--- config.mk ---
export PLATFORM = sky130hd
export DESIGN_NAME = core_top
export DESIGN_NICKNAME = d
export VERILOG_FILES = /design/src/rtl/core_cfg_pkg.sv /design/src/rtl/isa_pkg.sv /design/src/rtl/core_top.sv /design/src/rtl/exec_unit.sv /design/src/rtl/instr_fetch.sv /design/src/rtl/prefetch_fifo.sv /design/src/rtl/register_file.sv
export SDC_FILE = /design/constraint.sdc
export NUM_CORES = 2
export LEC_CHECK = 0
export BUFFER_PORTS_ARGS = -buffer_cell sky130_fd_sc_hd__buf_2
export CAP_MARGIN = 30
export CELL_PAD_IN_SITES_DETAIL_PLACEMENT = 0
export CELL_PAD_IN_SITES_GLOBAL_PLACEMENT = 1
export CORE_MARGIN = 2
export CORE_UTILIZATION = 25
export CTS_CLUSTER_SIZE = 28
export DETAILED_ROUTE_END_ITERATION = 8
export GPL_ROUTABILITY_DRIVEN = 0
export PLACE_DENSITY_LB_ADDON = 0.2
export SLEW_MARGIN = 30
export SYNTH_ARGS = -nofsm -noshare
export SYNTH_HDL_FRONTEND = slang
export SYNTH_SLANG_ARGS = --single-unit
--- constraint.sdc ---
create_clock -name clk_i -period 10.1 [get_ports clk_i]
set_input_delay 2.02 -clock clk_i [delete_from_list [all_inputs] [get_ports clk_i]]
set_output_delay 2.02 -clock clk_i [all_outputs]
set_load 0.05 [all_outputs]
--- src/rtl/core_cfg_pkg.sv ---
package core_cfg_pkg;

  // Data path and address width
  localparam int unsigned XLEN = 32;

  // One data or address value
  typedef logic [XLEN-1:0] word_t;

  // Register index width, 32 architectural registers
  localparam int unsigned RF_ADDR_W = 5;

  typedef logic [RF_ADDR_W-1:0] rf_addr_t;

  //////////////////////
  // Default configuration
  //////////////////////

  // Prefetch FIFO depth, also the fetch credit limit
  localparam int unsigned DEFAULT_FIFO_DEPTH = 4;

endpackage

--- src/rtl/isa_pkg.sv ---
package isa_pkg;

  //////////////////////
  // Major opcodes
  //////////////////////

  // Only the register, immediate and LUI groups are decoded
  typedef enum logic [6:0] {
    OPC_OP_IMM = 7'b0010011,
    OPC_OP     = 7'b0110011,
    OPC_LUI    = 7'b0110111
  } opcode_e;

  //////////////////////
  // Minor fields
  //////////////////////

  // funct3 values for the kept operations
  localparam logic [2:0] F3_ADD_SUB = 3'b000;
  localparam logic [2:0] F3_SLL     = 3'b001;
  localparam logic [2:0] F3_XOR     = 3'b100;
  localparam logic [2:0] F3_SRL     = 3'b101;
  localparam logic [2:0] F3_OR      = 3'b110;
  localparam logic [2:0] F3_AND     = 3'b111;

  // funct7 selects base or alternate form (SUB)
  localparam logic [6:0] F7_BASE = 7'b0000000;
  localparam logic [6:0] F7_ALT  = 7'b0100000;

  // Decoded operation
  typedef enum logic [3:0] {
    ALU_ADD,
    ALU_SUB,
    ALU_AND,
    ALU_OR,
    ALU_XOR,
    ALU_SLL,
    ALU_SRL,
    ALU_LUI,
    ALU_NONE
  } alu_op_e;

  // ADDI x0,x0,0
  localparam core_cfg_pkg::word_t NOP_WORD = 32'h0000_0013;

endpackage

--- src/rtl/core_top.sv ---
module core_top #(
  parameter int unsigned FIFO_DEPTH = core_cfg_pkg::DEFAULT_FIFO_DEPTH
) (
  input  logic                   clk_i,
  input  logic                   rst_i,
  input  core_cfg_pkg::word_t    boot_addr_i,
  // Instruction bus
  output logic                   instr_req_o,
  output core_cfg_pkg::word_t    instr_addr_o,
  input  logic                   instr_rvalid_i,
  input  core_cfg_pkg::word_t    instr_rdata_i,
  // Write-back report
  output logic                   rf_we_o,
  output core_cfg_pkg::rf_addr_t rf_waddr_o,
  output core_cfg_pkg::word_t    rf_wdata_o
);
  import core_cfg_pkg::*;

  // FIFO head towards execute
  logic  fifo_valid;
  word_t fifo_data;
  // Accept strobe, doubles as credit return
  logic  exec_pop;

  //////////////////////
  // Fetch
  //////////////////////

  instr_fetch #(
    .FIFO_DEPTH ( FIFO_DEPTH )
  ) instr_fetch_i (
    .clk_i        ( clk_i        ),
    .rst_i        ( rst_i        ),
    .boot_addr_i  ( boot_addr_i  ),
    .pop_i        ( exec_pop     ),
    .instr_req_o  ( instr_req_o  ),
    .instr_addr_o ( instr_addr_o )
  );

  //////////////////////
  // Prefetch buffer
  //////////////////////

  // Every answer is pushed as it arrives
  prefetch_fifo #(
    .DEPTH ( FIFO_DEPTH )
  ) prefetch_fifo_i (
    .clk_i   ( clk_i          ),
    .rst_i   ( rst_i          ),
    .push_i  ( instr_rvalid_i ),
    .data_i  ( instr_rdata_i  ),
    .pop_i   ( exec_pop       ),
    .valid_o ( fifo_valid     ),
    .data_o  ( fifo_data      )
  );

  //////////////////////
  // Execute
  //////////////////////

  exec_unit exec_unit_i (
    .clk_i      ( clk_i      ),
    .rst_i      ( rst_i      ),
    .valid_i    ( fifo_valid ),
    .instr_i    ( fifo_data  ),
    .pop_o      ( exec_pop   ),
    .rf_we_o    ( rf_we_o    ),
    .rf_waddr_o ( rf_waddr_o ),
    .rf_wdata_o ( rf_wdata_o )
  );

endmodule

--- src/rtl/exec_unit.sv ---
module exec_unit (
  input  logic                   clk_i,
  input  logic                   rst_i,
  input  logic                   valid_i,
  input  core_cfg_pkg::word_t    instr_i,
  output logic                   pop_o,
  output logic                   rf_we_o,
  output core_cfg_pkg::rf_addr_t rf_waddr_o,
  output core_cfg_pkg::word_t    rf_wdata_o
);
  import core_cfg_pkg::*;
  import isa_pkg::*;

  // Decode fields
  logic [6:0] funct7;
  logic [2:0] funct3;
  rf_addr_t   rs1;
  rf_addr_t   rs2;
  rf_addr_t   rd;
  word_t      imm_i;
  word_t      imm_u;
  alu_op_e    op;
  logic       use_imm;
  logic       is_shift;

  // Operands and result
  word_t      rdata_a;
  word_t      rdata_b;
  word_t      opnd_b;
  word_t      alu_res;
  logic [4:0] shamt;

  // Execute state with _d as the value after the coming edge
  word_t      res_q, res_d;
  logic [4:0] cnt_q, cnt_d;
  logic       left_q, left_d;
  rf_addr_t   rd_q, rd_d;
  logic       shift_q, shift_d;
  logic       wr_q, wr_d;
  logic       ret_q, ret_d;

  //////////////////////
  // Decode
  //////////////////////

  assign funct7 = instr_i[31:25];
  assign funct3 = instr_i[14:12];
  assign rs1    = instr_i[19:15];
  assign rs2    = instr_i[24:20];
  assign rd     = instr_i[11:7];
  assign imm_i  = {{(XLEN-12){instr_i[31]}}, instr_i[31:20]};
  assign imm_u  = {instr_i[31:12], 12'b0};

  always_comb begin
    op      = ALU_NONE;
    use_imm = 1'b0;
    case (instr_i[6:0])
      OPC_OP: begin
        if (funct7 == F7_BASE) begin
          case (funct3)
            F3_ADD_SUB: op = ALU_ADD;
            F3_SLL:     op = ALU_SLL;
            F3_XOR:     op = ALU_XOR;
            F3_SRL:     op = ALU_SRL;
            F3_OR:      op = ALU_OR;
            F3_AND:     op = ALU_AND;
            default:    op = ALU_NONE;
          endcase
        end else if (funct7 == F7_ALT && funct3 == F3_ADD_SUB) begin
          op = ALU_SUB;
        end
      end
      // Only ADDI is kept from the immediate group
      OPC_OP_IMM: begin
        if (funct3 == F3_ADD_SUB) begin
          op      = ALU_ADD;
          use_imm = 1'b1;
        end
      end
      OPC_LUI: op = ALU_LUI;
      default: op = ALU_NONE;
    endcase
  end

  assign is_shift = (op == ALU_SLL) || (op == ALU_SRL);

  //////////////////////
  // Operands and ALU
  //////////////////////

  register_file register_file_i (
    .clk_i     ( clk_i         ),
    .raddr_a_i ( rs1           ),
    .raddr_b_i ( rs2           ),
    .rdata_a_o ( rdata_a       ),
    .rdata_b_o ( rdata_b       ),
    .we_i      ( ret_d && wr_d ),
    .waddr_i   ( rd_d          ),
    .wdata_i   ( res_d         )
  );

  assign opnd_b = use_imm ? imm_i : rdata_b;
  assign shamt  = rdata_b[4:0];

  // Shifts pass rs1 through to the serial shifter
  always_comb begin
    case (op)
      ALU_ADD: alu_res = rdata_a + opnd_b;
      ALU_SUB: alu_res = rdata_a - opnd_b;
      ALU_AND: alu_res = rdata_a & opnd_b;
      ALU_OR:  alu_res = rdata_a | opnd_b;
      ALU_XOR: alu_res = rdata_a ^ opnd_b;
      ALU_LUI: alu_res = imm_u;
      ALU_SLL: alu_res = rdata_a;
      ALU_SRL: alu_res = rdata_a;
      default: alu_res = '0;
    endcase
  end

  //////////////////////
  // Sequencing
  //////////////////////

  // Head word taken unless a shift is still running
  assign pop_o = valid_i && !shift_q;

  always_comb begin
    res_d   = res_q;
    cnt_d   = cnt_q;
    left_d  = left_q;
    rd_d    = rd_q;
    shift_d = shift_q;
    wr_d    = wr_q;
    ret_d   = 1'b0;
    if (shift_q) begin
      // One bit per cycle and retire after the last one
      res_d = left_q ? {res_q[XLEN-2:0], 1'b0} : {1'b0, res_q[XLEN-1:1]};
      cnt_d = cnt_q - 5'd1;
      if (cnt_q == 5'd1) begin
        shift_d = 1'b0;
        ret_d   = 1'b1;
      end
    end else if (pop_o) begin
      res_d  = alu_res;
      rd_d   = rd;
      wr_d   = (op != ALU_NONE) && (rd != '0);
      left_d = op == ALU_SLL;
      cnt_d  = shamt;
      if (is_shift && shamt != 5'd0) begin
        shift_d = 1'b1;
      end else begin
        ret_d = 1'b1;
      end
    end
  end

  // Control state
  always_ff @(posedge clk_i) begin
    if (rst_i) begin
      shift_q <= 1'b0;
      ret_q   <= 1'b0;
      wr_q    <= 1'b0;
    end else begin
      shift_q <= shift_d;
      ret_q   <= ret_d;
      wr_q    <= wr_d;
    end
  end

  // Payload
  always_ff @(posedge clk_i) begin
    res_q  <= res_d;
    cnt_q  <= cnt_d;
    left_q <= left_d;
    rd_q   <= rd_d;
  end

  // Register file already holds the value in the retire cycle
  assign rf_we_o    = ret_q && wr_q;
  assign rf_waddr_o = rd_q;
  assign rf_wdata_o = res_q;

  // A NOP retires the next cycle without a write-back
  nop_silent_a: assert property (@(posedge clk_i) disable iff (rst_i)
    pop_o && instr_i == NOP_WORD |=> !rf_we_o);

endmodule

--- src/rtl/instr_fetch.sv ---
module instr_fetch #(
  parameter int unsigned FIFO_DEPTH = core_cfg_pkg::DEFAULT_FIFO_DEPTH
) (
  input  logic                clk_i,
  input  logic                rst_i,
  input  core_cfg_pkg::word_t boot_addr_i,
  input  logic                pop_i,
  output logic                instr_req_o,
  output core_cfg_pkg::word_t instr_addr_o
);
  import core_cfg_pkg::*;

  // Credit counter must hold 0 to FIFO_DEPTH
  localparam int unsigned CW = $clog2(FIFO_DEPTH + 1);

  // Program counter, next address to request
  word_t         pc_q;
  // Words requested but not yet popped by execute
  logic [CW-1:0] credit_q;
  // Goes high one cycle after reset release
  logic          fetch_en_q;
  logic          has_credit;

  //////////////////////
  // Request
  //////////////////////

  // Every slot of the FIFO is either free or already promised
  assign has_credit   = credit_q < CW'(FIFO_DEPTH);
  assign instr_req_o  = fetch_en_q && has_credit;
  assign instr_addr_o = pc_q;

  // Sequential PC, boot address loaded while in reset
  always_ff @(posedge clk_i) begin
    if (rst_i) begin
      pc_q       <= boot_addr_i;
      fetch_en_q <= 1'b0;
    end else begin
      fetch_en_q <= 1'b1;
      if (instr_req_o) begin
        pc_q <= pc_q + word_t'(4);
      end
    end
  end

  //////////////////////
  // Credit tracking
  //////////////////////

  // Up on request, down on pop, both cancel out
  always_ff @(posedge clk_i) begin
    if (rst_i) begin
      credit_q <= '0;
    end else begin
      case ({instr_req_o, pop_i})
        2'b10:   credit_q <= credit_q + 1'b1;
        2'b01:   credit_q <= credit_q - 1'b1;
        default: credit_q <= credit_q;
      endcase
    end
  end

  // A pop without a matching request would wrap the counter
  credit_max_a: assert property (@(posedge clk_i) disable iff (rst_i)
    credit_q <= CW'(FIFO_DEPTH));

endmodule

--- src/rtl/prefetch_fifo.sv ---
module prefetch_fifo #(
  parameter int unsigned DEPTH = core_cfg_pkg::DEFAULT_FIFO_DEPTH
) (
  input  logic                clk_i,
  input  logic                rst_i,
  input  logic                push_i,
  input  core_cfg_pkg::word_t data_i,
  input  logic                pop_i,
  output logic                valid_o,
  output core_cfg_pkg::word_t data_o
);
  import core_cfg_pkg::*;

  // Pointer and occupancy widths
  localparam int unsigned PW = $clog2(DEPTH);
  localparam int unsigned CW = $clog2(DEPTH + 1);

  word_t         mem_q [DEPTH];
  logic [PW-1:0] wr_ptr_q;
  logic [PW-1:0] rd_ptr_q;
  logic [CW-1:0] count_q;

  // Wrap at DEPTH, not only at powers of two
  function automatic logic [PW-1:0] ptr_inc(input logic [PW-1:0] ptr);
    ptr_inc = (ptr == PW'(DEPTH - 1)) ? '0 : ptr + 1'b1;
  endfunction

  // Storage
  always_ff @(posedge clk_i) begin
    if (push_i) begin
      mem_q[wr_ptr_q] <= data_i;
    end
  end

  // Pointers and occupancy
  always_ff @(posedge clk_i) begin
    if (rst_i) begin
      wr_ptr_q <= '0;
      rd_ptr_q <= '0;
      count_q  <= '0;
    end else begin
      if (push_i) begin
        wr_ptr_q <= ptr_inc(wr_ptr_q);
      end
      if (pop_i) begin
        rd_ptr_q <= ptr_inc(rd_ptr_q);
      end
      case ({push_i, pop_i})
        2'b10:   count_q <= count_q + 1'b1;
        2'b01:   count_q <= count_q - 1'b1;
        default: count_q <= count_q;
      endcase
    end
  end

  // Head word, visible the cycle after its push
  assign valid_o = count_q != '0;
  assign data_o  = mem_q[rd_ptr_q];

  // Fetch credit keeps pushes away from a full buffer
  no_overflow_a: assert property (@(posedge clk_i) disable iff (rst_i)
    push_i |-> count_q < CW'(DEPTH));

  no_underflow_a: assert property (@(posedge clk_i) disable iff (rst_i)
    pop_i |-> count_q != '0);

endmodule

--- src/rtl/register_file.sv ---
module register_file (
  input  logic                   clk_i,
  // Read ports, combinational
  input  core_cfg_pkg::rf_addr_t raddr_a_i,
  input  core_cfg_pkg::rf_addr_t raddr_b_i,
  output core_cfg_pkg::word_t    rdata_a_o,
  output core_cfg_pkg::word_t    rdata_b_o,
  // Write port
  input  logic                   we_i,
  input  core_cfg_pkg::rf_addr_t waddr_i,
  input  core_cfg_pkg::word_t    wdata_i
);
  import core_cfg_pkg::*;

  // Entry 0 is never written
  word_t regs_q [32];

  //////////////////////
  // Write
  //////////////////////

  // Writes to x0 are dropped
  always_ff @(posedge clk_i) begin
    if (we_i && waddr_i != '0) begin
      regs_q[waddr_i] <= wdata_i;
    end
  end

  //////////////////////
  // Read
  //////////////////////

  // x0 reads as zero
  assign rdata_a_o = (raddr_a_i == '0) ? '0 : regs_q[raddr_a_i];
  assign rdata_b_o = (raddr_b_i == '0) ? '0 : regs_q[raddr_b_i];

endmodule

## Word-level counts from Yosys, hierarchy flattened

Memories as Yosys holds them, arrays and structs flattened. A register that Yosys moved wholly into a read port is not among the register bits.
Index checks and enable logic that the tools add are counted.

| word-level totals | value |
|---|---|
| memories kept | 2 |
| logic and storage cells | 120 |
| RAM bits | 1152 |
| flip-flop bits (word level) | 89 |
| output and inout bits | 71 |

Memories:

| name | depth | width | rd ports | clocked after Yosys merged registers in | wr ports | RTL line | RTL |
|---|---|---|---|---|---|---|---|
| exec_unit_i.register_file_i.regs_q | 32 | 32 | 2 | 0 | 1 | register_file.sv:16 | `word_t regs_q [32];` |
| prefetch_fifo_i.mem_q | 4 | 32 | 1 | 1 | 1 | prefetch_fifo.sv:18 | `word_t mem_q [DEPTH];` |

| operators by class | value |
|---|---|
| $add $sub $neg | 10 |
| magnitude comparators | 1 |
| bitwise logic cells | 4 |
| reduce and logical (&&, ||, !) cells | 25 |
| eq/ne operators | 24 |
| mux-type cells | 41 |

Operator list:

| kind | number |
|---|---|
| $mux W32 | 8 |
| $pmux W32 S7 | 1 |
| $add A32 B3 Y32 const B | 1 |
| $add A32 B32 Y32 | 1 |
| $and A32 B32 Y32 | 1 |
| $or A32 B32 Y32 | 1 |
| $sub A32 B32 Y32 | 1 |
| $xor A32 B32 Y32 | 1 |
| $pmux W4 S6 | 1 |
| $eq A7 B6 Y1 const B | 3 |
| $mux W5 | 4 |
| $mux W1 | 17 |
| $eq A4 B3 Y1 const B | 4 |
| $reduce_bool A5 Y1 | 3 |
| $eq A3 B3 Y1 const B | 4 |
| $mux W4 | 3 |
| $pmux W3 S2 | 2 |
| $pmux W4 S3 | 1 |
| $logic_not A5 Y1 | 2 |
| $eq A2 B2 Y1 const B | 4 |
| $eq A4 B2 Y1 const B | 2 |
| $logic_and A1 B1 Y1 | 8 |
| $mux W2 | 4 |
| $reduce_bool A2 Y1 | 4 |
| 20 further kinds | 24 |

## Longest topological paths before layout

| depth | value |
|---|---|
| depth after elaboration | 15 |
| gate-level depth with buffers | 33 |

## By module

Synthesis repeated with hierarchy kept, for this count alone.

| unflattened totals | value |
|---|---|
| cells, all modules | 3956 |
| area total of the unflattened synthesis | 62392.3 µm² |

Modules (own cells, without submodules):

| module | area each (µm²) | cells an instance | seq. area each (µm²) | times used |
|---|---|---|---|---|
| register_file | 47929.7 | 2564 | 30749.5 | 1 |
| exec_unit | 7244.4 | 962 | 980.9 | 1 |
| prefetch_fifo | 5101.1 | 214 | 4023.9 | 1 |
| instr_fetch | 2117.0 | 216 | 1041.0 | 1 |

## Worst setup path after synthesis

No wires, ideal clock.

| timing | value |
|---|---|
| path kind | register to register |
| start point | reg with a tool-made name |
| end point | mem exec_unit_i.register_file_i.regs_q[0][25] (netlist bit) (data pin) |
| cell stages (with the launch flop) | 27 |
| setup time | 0.461 ns |
| required time | 9.639 ns |
| data arrival time | 7.355 ns |
| setup slack | 2.285 ns |
| path through | dfxtp_1 buf_6 mux4_2 or4_4 or2_1 or3_1 clkbuf_1 o21ai_0 ha_1 nand3_1 nor4b_2 and2_1 nor2_1 xnor2_1 ha_1 a21o_1 a21o_1 a2111oi_0 o21ai_0 o21ai_0 o21ai_0 a31oi_1 nor2_1 a31oi_1 xnor2_1 a221oi_1 o21ai_0 |

RTL lines:

| what | RTL line |
|---|---|
| end: declaration | register_file.sv:16 |

==> impl_metrics.ini <==
[run_status]
outcome = completed

[sta]
worst_slack_ns = 1.141
hold_violations = 0
clock_skew_ns = 0.03581
period_share = 0.8870
min_period_ns = 8.959
fin_tns_setup_ns = 0
max_freq_ghz = 0.1116
rsz0062_at_grt = no
finalSetupViolCount = 0
worst_pin_slew_ns = 1.111
slew_violations = 0
slew_headroom = 0.2591
holdWs_ns = 0.4813

[detailed_routing]
wire_per_inst_um = 30.73
postRouteAntennaNets = 0
routed_wl_um = 238200
drcViolationCount = 0
vias = 39606
firstDrtPassIters = 6
vias_per_cell = 5.108
drt_iter0_drc = 3783

[cells_and_area]
drive_gt1_frac = 0.2388
fin_area_um2 = 72600
nets = 4494
area_growth_syn_to_layout_pct = 16.89
nFillCells = 24643

[critical_path]
slowest_delay_ns = 1.08
required_ns = 10.70
crit_buf_inv = 3
critPathKind = reg -> reg
cpMostUsedCell = o21ai_0
cp-start-kind = register
worst_path_dominant_cell_family = compound AO/OA/AOI/OAI gates
crit_path_max_fanout = 44
worst_path_max_delay_cell = mux4_4
crit_path_end_kind = register
crit_arrival_ns = 9.56

[clock_tree]
clock-sinks = 1243
cts-root-buf = clkbuf_16
cts_made_buffers = 145
ctsHoldBuffers = 0
post_cts_buffers = 0
cts_htree_levels = 4
clk_pin_slew_ns = 0.06
tritoncts = yes
insertion_delay_ns = 0.82
ctsResizeCount = 0
clock_path_buffers = 3

[pwr]
power_per_cell_area_nw_per_um2 = 280.0
p_leak_nw = 22.26
seqPwrFrac = 0.287
peakVddDrop_v = 0.0002719
pwr-share-clk = 0.248
power.internal_mw = 11.84
swShare = 0.4177
p_sw_mw = 8.492
comb_power_share = 0.465
finalPower_mw = 20.33

[logic_synthesis]
seq_area_frac_synth = 0.5924
netlist_top_cells_area = edfxtp_1 58%, mux4_2 14%, mux2i_1 7.2%
yosys_warnings = 0
synth_cell_types = 77
ys_ff_latch = 1243
synth_async_sr_flop_share = 0
synth_enable_flop_cells = 1190
syn_area_um2 = 62110
ys.flop_type = edfxtp_1
avgSynthCellArea_um2 = 15.21
synth_area_leader_cell = edfxtp_1
synth_commonest_cells = 1190 x edfxtp_1, 448 x mux2i_1, 393 x mux4_2
yosys.area.top_type_share = 0.5753
synth.most_common_cell = edfxtp_1
synth_cells = 4084

[placed_design]
dp_slack_ns = 1.162
placed_area_um2 = 68080
dpl.hpwl_um = 151400
io_buffers = 137

[global_route]
grt_max_degree = 115
grt_pass1_wl_um = 329800
grt_pass1_vias = 39769
grt_util_all_layers = 0.1861
overflow = 0
antenna_found_initial = 12

[floorplan]
die-area_um2 = 252500
initial_core_util = 0.2521
io-pin-count = 138
die_w_um = 502.5
num_rows = 182
die_h_um = 502.5
coreArea_um2 = 246400

[hold_path]
min_path_type = reg -> reg

[run]
cap_violations = 0
==> power groups by stage <==
stage	logic (mW)	registers [mW]	clock network, mW
after floorplan	5.99	6.03	0
after global placement	9.49	5.94	0
after detailed placement	9.45	5.94	0
after CTS	9.49	5.84	5.17
after global routing	10.1	5.85	5.36
final	9.46	5.83	5.04
==> worst min-delay path, stage by stage, from the launching register on <==
cell and delay, ns:
dfxtp_1 0.31, o21ai_0 0.06, a21oi_1 0.06
==> through the flow <==
step           utilization  std cells
6_report            0.2947       7753
3_3_place_gp        0.2753       7471
3_5_place_dp        0.2763       7481
5_1_grt             0.2946       7748
2_1_floorplan            -       4115
4_1_cts             0.2944       7745
==> flip-flops by register name, indices dropped and copies added, names as in the netlist, 2 cells and up, named ones only <==
name                                cells
exec_unit_i.cnt_q                       5
prefetch_fifo_i.count_q                 3
exec_unit_i.rf_wdata_o                 32
instr_fetch_i.instr_addr_o             32
prefetch_fifo_i.rd_ptr_q                2
instr_fetch_i.credit_q                  3
prefetch_fifo_i.wr_ptr_q                2
exec_unit_i.register_file_i.regs_q   1024
prefetch_fifo_i.mem_q                 128
exec_unit_i.rf_waddr_o                  5
==> kinds of logic (layout without fill, tap and decap cells) <==
group / count (synthesis) / count (layout) / share of synthesized area
adders and majority gates: 109 / 109 / 0.02232
and+or+nand+nor: 781 / 781 / 0.05785
buffers and inverters: 368 / 688 / 0.02548
muxes: 881 / 881 / 0.2219
other: 1 / 38 / 0.00006037
xor gates and xnor gates: 90 / 90 / 0.01269
AOI/OAI and AO/OA: 611 / 611 / 0.06726
DFF: 1243 / 1243 / 0.5924
==> cell usage in the layout (no fill, tap or decap), types with 8 or more instances in the layout <==
cell type | synthesis | final
edfxtp_1 | 1190 | 1190
mux2i_1 | 448 | 448
mux4_2 | 393 | 386
nand2_1 | 381 | 381
buf_4 | 11 | 161
clkbuf_16 | 0 | 150
a21oi_1 | 140 | 138
buf_2 | 74 | 137
nor2_1 | 153 | 117
ha_1 | 106 | 106
o21ai_0 | 128 | 99
inv_1 | 98 | 98
a22oi_1 | 72 | 72
a32oi_1 | 64 | 63
xnor2_1 | 58 | 58
nor2b_1 | 54 | 53
dfxtp_1 | 53 | 50
nand3_1 | 53 | 49
clkbuf_1 | 132 | 44
a211oi_1 | 41 | 41
mux2_2 | 40 | 39
nor2_4 | 0 | 36
xor2_1 | 32 | 32
conb_1 | 1 | 32
clkinv_1 | 0 | 30
and2_1 | 30 | 26
a31oi_1 | 26 | 26
a311o_1 | 25 | 25
a221oi_1 | 23 | 23
o21ai_2 | 0 | 23
a21o_1 | 20 | 20
nor3_1 | 19 | 19
buf_12 | 0 | 17
nand4_1 | 15 | 15
clkinv_2 | 0 | 15
nand2b_1 | 14 | 14
a221o_1 | 13 | 13
and3_1 | 11 | 11
a311oi_1 | 8 | 8
==> path summary, 6_finish.rpt <==
path         cells past startpoint                       from                                         end  slack (ns)
max                             30                   register  exec_unit_i.register_file_i.regs_q[25][31]        1.14
max reg2reg                     30                   register  exec_unit_i.register_file_i.regs_q[25][31]        1.14
min reg2reg                      2  instr_fetch_i.credit_q[2]                   instr_fetch_i.credit_q[2]        0.48
min                              2  instr_fetch_i.credit_q[2]                   instr_fetch_i.credit_q[2]        0.48
==> area by class of cell <==
type                    count  area [um^2]  area share
diodes                      6        15.01   0.0002068
clock buffers             196         3946     0.05435
clock inverters            68        516.7    0.007117
inverters                 100        375.4    0.005170
multi-input cells        2504        24380      0.3358
flip-flops and latches   1243        36800      0.5068
well taps                3312         4144     0.05708
repair buffers            324         2429     0.03345
==> routing by layer <==
layer,GRT usage,part of all wire
met5,0,0
met2,0.2989,0.47
met3,0.02626,0.055
met4,0.05498,0.028
met1,0.2602,0.45
Note: power is estimated with default switching activity, not from simulation.
